**src/rtl/mctimer_pkg.sv**
```systemverilog
//##########################################################################
// Multi-channel timer shared types
//##########################################################################

package mctimer_pkg;

    typedef logic [7:0]  addr_t;   // APB byte address
    typedef logic [31:0] data_t;   // APB data word

    // Master side of the bus
    typedef struct packed {
        logic  psel;
        logic  penable;
        logic  pwrite;
        addr_t paddr;
        data_t pwdata;
    } apb_req_t;

    // Slave side, pready always high
    typedef struct packed {
        data_t prdata;
        logic  pready;
        logic  pslverr;
    } apb_rsp_t;

    // Channel config, CFG register bit 0 is enable, bit 1 is periodic
    typedef struct packed {
        logic enable;
        logic periodic;   // 0 = one-shot
    } chan_cfg_t;

    typedef enum logic [1:0] {
        CH_IDLE = 2'd0,   // Count held at 0
        CH_RUN  = 2'd1,
        CH_DONE = 2'd2    // One-shot fired, waits for enable 0
    } chan_state_e;

    // Global registers
    localparam addr_t REG_STATUS = 8'h00;   // Sticky expiry, W1C
    localparam addr_t REG_IRQ_EN = 8'h04;

    // Channel blocks
    localparam addr_t CH_BASE    = 8'h10;
    localparam addr_t CH_STRIDE  = 8'h10;
    localparam addr_t CH_PERIOD  = 8'h0;
    localparam addr_t CH_CFG     = 8'h4;
    localparam addr_t CH_COUNT   = 8'h8;   // Read only

endpackage

```
**src/rtl/mctimer_counter.sv**
```systemverilog
//##########################################################################
// Timer channel counter
//##########################################################################

`timescale 1ns/1ps

module mctimer_counter #(
    parameter int CNT_W = 8
) (
    input  logic             clk,
    input  logic             rst,
    input  logic             count_en,
    input  logic             clear,    // Wins over count_en
    input  logic [CNT_W-1:0] period,
    output logic [CNT_W-1:0] count,
    output logic             expire    // One cycle after count hits period
);

    logic at_period;

    assign at_period = count == period;

    always_ff @(posedge clk) begin
        if (rst) begin
            count  <= '0;
            expire <= 1'b0;
        end else if (clear) begin
            count  <= '0;
            expire <= 1'b0;
        end else if (count_en) begin
            if (at_period) begin
                count  <= '0;      // Wrap, period+1 cycles per lap
                expire <= 1'b1;
            end else begin
                count  <= count + 1'b1;
                expire <= 1'b0;
            end
        end else begin
            expire <= 1'b0;        // Hold count
        end
    end

    // Back-to-back pulses only when every cycle is a full lap
    a_expire_single: assert property (@(posedge clk) disable iff (rst)
        expire |=> (!expire || period == '0));

endmodule

```
**src/rtl/mctimer_chan_ctrl.sv**
```systemverilog
//##########################################################################
// Timer channel control FSM
//##########################################################################

`timescale 1ns/1ps

module mctimer_chan_ctrl (
    input  logic                   clk,
    input  logic                   rst,
    input  mctimer_pkg::chan_cfg_t cfg,
    input  logic                   expire,     // From the channel counter
    output logic                   count_en,
    output logic                   clear
);

    mctimer_pkg::chan_state_e state;
    mctimer_pkg::chan_state_e state_nxt;

    always_comb begin
        state_nxt = state;
        case (state)
            mctimer_pkg::CH_IDLE: begin
                if (cfg.enable) state_nxt = mctimer_pkg::CH_RUN;
            end
            mctimer_pkg::CH_RUN: begin
                if (!cfg.enable) begin
                    state_nxt = mctimer_pkg::CH_IDLE;
                end else if (expire && !cfg.periodic) begin
                    state_nxt = mctimer_pkg::CH_DONE;   // One-shot fired
                end
            end
            mctimer_pkg::CH_DONE: begin
                // Re-arm needs enable to drop first
                if (!cfg.enable) state_nxt = mctimer_pkg::CH_IDLE;
            end
            default: state_nxt = mctimer_pkg::CH_IDLE;
        endcase
    end

    always_ff @(posedge clk) begin
        if (rst) begin
            state <= mctimer_pkg::CH_IDLE;
        end else begin
            state <= state_nxt;
        end
    end

    assign count_en = state == mctimer_pkg::CH_RUN;
    assign clear    = (state == mctimer_pkg::CH_IDLE) || (state == mctimer_pkg::CH_DONE);

    a_state_legal: assert property (@(posedge clk) disable iff (rst)
        state inside {mctimer_pkg::CH_IDLE, mctimer_pkg::CH_RUN, mctimer_pkg::CH_DONE});

endmodule

```
**src/rtl/mctimer_apb_regs.sv**
```systemverilog
//##########################################################################
// Timer APB register block
//##########################################################################

`timescale 1ns/1ps

module mctimer_apb_regs #(
    parameter int NUM_CH = 4,
    parameter int CNT_W  = 8
) (
    input  logic                   clk,
    input  logic                   rst,
    input  mctimer_pkg::apb_req_t  apb_req,
    output mctimer_pkg::apb_rsp_t  apb_rsp,
    output mctimer_pkg::chan_cfg_t chan_cfg [NUM_CH],
    output logic [CNT_W-1:0]       period   [NUM_CH],
    input  logic [CNT_W-1:0]       count    [NUM_CH],
    input  logic [NUM_CH-1:0]      expire,   // One pulse per channel expiry
    output logic                   irq
);

    logic access;   // Access phase
    logic wr;
    logic in_ch_win;
    logic hit;      // Address is mapped
    mctimer_pkg::addr_t ch_off;
    mctimer_pkg::addr_t ch_idx;
    mctimer_pkg::addr_t reg_off;
    logic sel_status;
    logic sel_irq_en;
    logic [NUM_CH-1:0] sel_period;
    logic [NUM_CH-1:0] sel_cfg;
    logic [NUM_CH-1:0] sel_count;
    logic [NUM_CH-1:0] status;   // Sticky expiry flags
    logic [NUM_CH-1:0] irq_en;
    logic [NUM_CH-1:0] w1c;      // Clear mask from a status write
    mctimer_pkg::data_t rdata;

    assign access = apb_req.psel & apb_req.penable;
    assign wr     = access & apb_req.pwrite;

    // Split the address into channel number and register offset
    assign in_ch_win = apb_req.paddr >= mctimer_pkg::CH_BASE;
    assign ch_off    = apb_req.paddr - mctimer_pkg::CH_BASE;
    assign ch_idx    = ch_off / mctimer_pkg::CH_STRIDE;
    assign reg_off   = ch_off % mctimer_pkg::CH_STRIDE;

    assign sel_status = apb_req.paddr == mctimer_pkg::REG_STATUS;
    assign sel_irq_en = apb_req.paddr == mctimer_pkg::REG_IRQ_EN;

    always_comb begin
        for (int i = 0; i < NUM_CH; i++) begin
            sel_period[i] = in_ch_win && (ch_idx == mctimer_pkg::addr_t'(i))
                            && (reg_off == mctimer_pkg::CH_PERIOD);
            sel_cfg[i]    = in_ch_win && (ch_idx == mctimer_pkg::addr_t'(i))
                            && (reg_off == mctimer_pkg::CH_CFG);
            sel_count[i]  = in_ch_win && (ch_idx == mctimer_pkg::addr_t'(i))
                            && (reg_off == mctimer_pkg::CH_COUNT);
        end
    end

    assign hit = sel_status | sel_irq_en | (|sel_period) | (|sel_cfg) | (|sel_count);

    // Read mux, narrow fields zero-extended
    always_comb begin
        rdata = '0;
        if (sel_status) rdata = mctimer_pkg::data_t'(status);
        if (sel_irq_en) rdata = mctimer_pkg::data_t'(irq_en);
        for (int i = 0; i < NUM_CH; i++) begin
            if (sel_period[i]) rdata = mctimer_pkg::data_t'(period[i]);
            if (sel_cfg[i]) begin
                rdata    = '0;
                rdata[0] = chan_cfg[i].enable;
                rdata[1] = chan_cfg[i].periodic;
            end
            if (sel_count[i]) rdata = mctimer_pkg::data_t'(count[i]);
        end
    end

    assign apb_rsp.prdata  = rdata;
    assign apb_rsp.pready  = 1'b1;             // No wait states
    assign apb_rsp.pslverr = access & ~hit;    // Unmapped address

    assign w1c = (wr && sel_status) ? apb_req.pwdata[NUM_CH-1:0] : '0;

    always_ff @(posedge clk) begin
        if (rst) begin
            status <= '0;
            irq_en <= '0;
            irq    <= 1'b0;
            for (int i = 0; i < NUM_CH; i++) begin
                chan_cfg[i] <= '0;
                period[i]   <= '1;   // Max period out of reset
            end
        end else begin
            status <= (status & ~w1c) | expire;   // Set wins over clear
            irq    <= |(status & irq_en);
            if (wr && sel_irq_en) irq_en <= apb_req.pwdata[NUM_CH-1:0];
            for (int i = 0; i < NUM_CH; i++) begin
                if (wr && sel_period[i]) period[i] <= apb_req.pwdata[CNT_W-1:0];
                if (wr && sel_cfg[i]) begin
                    chan_cfg[i].enable   <= apb_req.pwdata[0];
                    chan_cfg[i].periodic <= apb_req.pwdata[1];
                end
                // COUNT writes dropped without error
            end
        end
    end

    // Every access phase completes in one cycle
    a_pready_high: assert property (@(posedge clk) disable iff (rst)
        access |-> apb_rsp.pready);

endmodule

```
**src/rtl/mctimer_top.sv**
```systemverilog
//##########################################################################
// Multi-channel timer top level
//##########################################################################

`timescale 1ns/1ps

module mctimer_top #(
    parameter int NUM_CH = 4,   // 1 to 8
    parameter int CNT_W  = 8    // 1 to 32
) (
    input  logic                  clk,
    input  logic                  rst,
    input  mctimer_pkg::apb_req_t apb_req,
    output mctimer_pkg::apb_rsp_t apb_rsp,
    output logic [NUM_CH-1:0]     trig,
    output logic                  irq
);

    mctimer_pkg::chan_cfg_t chan_cfg [NUM_CH];
    logic [CNT_W-1:0]       period   [NUM_CH];
    logic [CNT_W-1:0]       count    [NUM_CH];
    logic [NUM_CH-1:0]      expire;

    mctimer_apb_regs #(
        .NUM_CH (NUM_CH),
        .CNT_W  (CNT_W)
    ) i_regs (
        .clk      (clk),
        .rst      (rst),
        .apb_req  (apb_req),
        .apb_rsp  (apb_rsp),
        .chan_cfg (chan_cfg),
        .period   (period),
        .count    (count),
        .expire   (expire),
        .irq      (irq)
    );

    for (genvar g = 0; g < NUM_CH; g++) begin : g_ch
        logic count_en;
        logic clear;

        mctimer_chan_ctrl i_ctrl (
            .clk      (clk),
            .rst      (rst),
            .cfg      (chan_cfg[g]),
            .expire   (expire[g]),
            .count_en (count_en),
            .clear    (clear)
        );

        mctimer_counter #(
            .CNT_W (CNT_W)
        ) i_cnt (
            .clk      (clk),
            .rst      (rst),
            .count_en (count_en),
            .clear    (clear),
            .period   (period[g]),
            .count    (count[g]),
            .expire   (expire[g])
        );
    end

    assign trig = expire;   // Expiry pulses go straight out

endmodule

```
**config.mk**
```make
export PLATFORM = sky130hd
export DESIGN_NAME = mctimer_top
export DESIGN_NICKNAME = d
export VERILOG_FILES = /design/src/rtl/mctimer_pkg.sv /design/src/rtl/mctimer_counter.sv /design/src/rtl/mctimer_chan_ctrl.sv /design/src/rtl/mctimer_apb_regs.sv /design/src/rtl/mctimer_top.sv
export SDC_FILE = /design/constraint.sdc
export NUM_CORES = 1
export LEC_CHECK = 0
export BUFFER_PORTS_ARGS = -buffer_cell sky130_fd_sc_hd__buf_2
export CAP_MARGIN = 25
export CORE_ASPECT_RATIO = 1.5
export CORE_UTILIZATION = 35
export DETAILED_ROUTE_END_ITERATION = 7
export PLACE_DENSITY = 0.51
export SETUP_SLACK_MARGIN = 0.4
export SKIP_CTS_REPAIR_TIMING = 1
export SYNTH_ARGS = -nofsm -noshare
export SYNTH_HDL_FRONTEND = slang
export SYNTH_SLANG_ARGS = --single-unit
```
**constraint.sdc**
```tcl
create_clock -name clk -period 6.8 [get_ports clk]
set_input_delay 1.36 -clock clk [delete_from_list [all_inputs] [get_ports clk]]
set_output_delay 1.36 -clock clk [all_outputs]
set_load 0.02 [all_outputs]
```
==> results.json <==
{
  "clk_pin_slew_worst_paths_ns": 0.06,
  "hpwl_mm": 10.2,
  "timing.final.hold_violations": 0,
  "criticalPathCategory": "in -> out",
  "drtAntennaViolNets": 0,
  "ir_drop_mv": 0.0889,
  "min_path_cells": 1,
  "min_from": "g_ch[3].i_ctrl.state[1]",
  "max_slew_margin_pct": 33.3,
  "setup_viol": 0,
  "cp-end-kind": "primary output",
  "cts_buffer_depth": 2,
  "maxCapViolCount": 0,
  "cellLeakagePower_nw": 1.94,
  "clk_latency_ns": 0.34,
  "pwr_density_cell_nw_per_um2": 190,
  "fin_skew_ns": 0.00745,
  "io_buffers": 34,
  "holdPathEnd": "g_ch[3].i_ctrl.state[0]",
  "path_buf_inv": 2,
  "gr-total-overflow": 0,
  "rr_endpoint": "g_ch[2].i_cnt.count[1]",
  "drc": 0,
  "grt_pass1_wl_mm": 21.6,
  "grt_max_degree": 62,
  "ios": 84,
  "arrival_ns": 3.64,
  "h-tree-depth": 3,
  "firstDrtPassIters": 4,
  "synth-seq-cells": 93,
  "synth_area_sq_um": 5160,
  "avgRoutedWirePerCell_um": 17.0,
  "synth_warnings": 0,
  "grt_pass1_vias": 4027,
  "finalCritPeriodShare_pct": 73.5,
  "slew_violations": 0,
  "max_stage_delay_ns": 0.90,
  "vias": 4209,
  "antenna_found_initial": 0,
  "rsz0062_at_grt": "no",
  "fin_area_sq_um": 5550,
  "final_common_cell": "dfxtp_1",
  "cts.sinks": 93,
  "cts-buffers-inserted": 9,
  "dp_slack_ns": 1.82,
  "tightest_slew_ns": 0.998,
  "fin_nets": 652,
  "min_path_type": "reg -> reg",
  "start_kind": "input port",
  "cp_top_family": "simple AND/OR/NAND/NOR gates",
  "async_reset_ff_share_pct": 0,
  "setup_tns_ns": 0,
  "globalplace.congestion": 0.823,
  "finalPower_w": 0.00106,
  "setup_ws_ns": 1.80,
  "crit_top_cell": "buf_2",
  "fmax_ghz": 0.200,
  "worstPathCellList": "buf_2 -> or4_1 -> nor2_4 -> a31oi_1 -> a22oi_1 -> a2bb2oi_1 -> buf_2",
  "synth_seq_area_share_pct": 36.0,
  "cp_slowest_cell": "or4_1",
  "drt_iter0_drc": 228,
  "netlist-cell-type-count": 49,
  "synth_top_flop_cell": "dfxtp_1",
  "area_delta_synth_final_pct": 7.36,
  "r2r_slack_ns": 4.98,
  "fillCellCount": 1488,
  "reg2reg_depth": 4,
  "antenna_cells": 0,
  "finalWirelength_mm": 13.7,
  "fin_crit_ns": 5.00,
  "final_cell_mix": "93 x dfxtp_1, 73 x nor2_1, 49 x xor2_1, 44 x nor2b_1, 34 x buf_2",
  "r2r_start": "g_ch[2].i_ctrl.state[0]",
  "postPlaceCellArea_sq_um": 5300,
  "initial_core_util_pct": 35.7,
  "rows": 54,
  "clockRootBuffer": "clkbuf_16",
  "synth_cells": 594,
  "die_w_um": 101,
  "synth.avg_cell_area_sq_um": 8.70,
  "viasPerCell": 5.25,
  "drive_above_1_share_pct": 10.1,
  "required_ns": 5.44,
  "status": "completed",
  "critPathMaxFanout": 26,
  "synth_edf_count": 0,
  "die_h_um": 151,
  "grt_usage_pct": 18.7,
  "core_sq_um": 14500,
  "cts_tree": "built",
  "dieArea_sq_um": 15300
}
[worst register-to-register path, delay by kind of cell (launching register included)]
kind / cells / cell delay [ns]
simple gates: 3 / 1.21
flops: 1 / 0.37
compound gates: 1 / 0.08
[final cells by class]
cell class	instances	area, sq um	area share [%]
Timing Repair Buffer	36	185	3.34
Clock inverter	2	12.5	0.226
Inverter	10	37.5	0.677
Clock buffer	12	236	4.26
Tap cell	196	245	4.42
Sequential cell	93	1860	33.6
Multi-Input combinational cell	453	2970	53.5
[cells in the mapped netlist, types with 5 or more instances]
cell	n	area share [%]
nor2b_1	44	5.3
a21oi_1	15	1.5
xnor2_1	11	1.9
mux2i_1	14	2.7
nor2_1	73	5.3
clkbuf_1	21	1.5
a211o_1	32	5.4
inv_1	10	0.73
buf_6	6	1.3
o22ai_1	13	1.6
xor2_1	49	8.3
nand4_1	13	1.6
a221o_1	5	0.97
nand2b_1	11	1.3
nand3_1	19	1.8
nor4_1	5	0.61
buf_4	30	4.4
a22oi_1	17	2.5
a211oi_1	5	0.73
a31oi_1	7	0.85
nand2_1	26	1.9
nor3_1	12	1.2
o21ai_0	7	0.68
dfxtp_1	93	36
[report_power, final]
part | total (W) | switching (W) | leakage [nW] | internal (W)
registers | 0.000545 | 0.000000174 | 0.750 | 0.000545
clock network | 0.000447 | 0.000203 | 0.119 | 0.000244
logic | 0.0000637 | 0.0000476 | 1.07 | 0.0000161
total | 0.00106 | 0.000251 | 1.94 | 0.000805
[sequential cells by signal, indices dropped and copies added, names as in the netlist]
register and flops:
g_ch.i_cnt.count 32, g_ch.i_cnt.expire 4, g_ch.i_ctrl.state 8, i_regs.chan_cfg 8, i_regs.irq 1, i_regs.irq_en 4, i_regs.period 32, i_regs.status 4
[through the flow]
stage / util, % / hold WS, ns / instances
after global placement: 36.6 / 0.452 / 788
after floorplan: - / 0.429 / 617
final: 38.4 / 0.459 / 802
after detailed placement: 36.6 / 0.458 / 788
after global routing: 38.4 / 0.507 / 802
after CTS: 38.4 / 0.471 / 802
[worst max path at each step]
stage	start	cells after the start	slack, ns	to
after floorplan	apb_req[33]	5	2.37	apb_rsp[8]
after global placement	apb_req[35]	7	1.86	apb_rsp[3]
after detailed placement	apb_req[35]	7	1.82	apb_rsp[2]
after CTS	apb_req[35]	7	1.81	apb_rsp[2]
after global routing	apb_req[34]	7	1.69	apb_rsp[7]
final	apb_req[35]	7	1.80	apb_rsp[2]
[layer usage]
metal | up-vias | GRT usage (%) | share of wire (%)
li1 | 2074 | - | -
met1 | 2024 | 20.6 | 40
met2 | 82 | 34.6 | 54
met3 | 29 | 2.95 | 2.2
met4 | 0 | 8.77 | 3.3
met5 | - | 0 | 0
[kinds of logic (layout without fill, tap and decap cells)]
group / Yosys count / count (layout) / synth area share [%]
AND/OR/NAND/NOR: 233 / 233 / 24.8
AO/OA/AOI/OAI: 115 / 115 / 16.4
flip-flops: 93 / 93 / 36.0
buffers and inverters: 71 / 60 / 8.31
XOR/XNOR: 60 / 60 / 10.2
multiplexers: 16 / 16 / 3.15
adder cells (fa/ha/maj): 4 / 4 / 0.969
other: 2 / 25 / 0.145
Note: power is estimated with default switching activity, not from simulation.
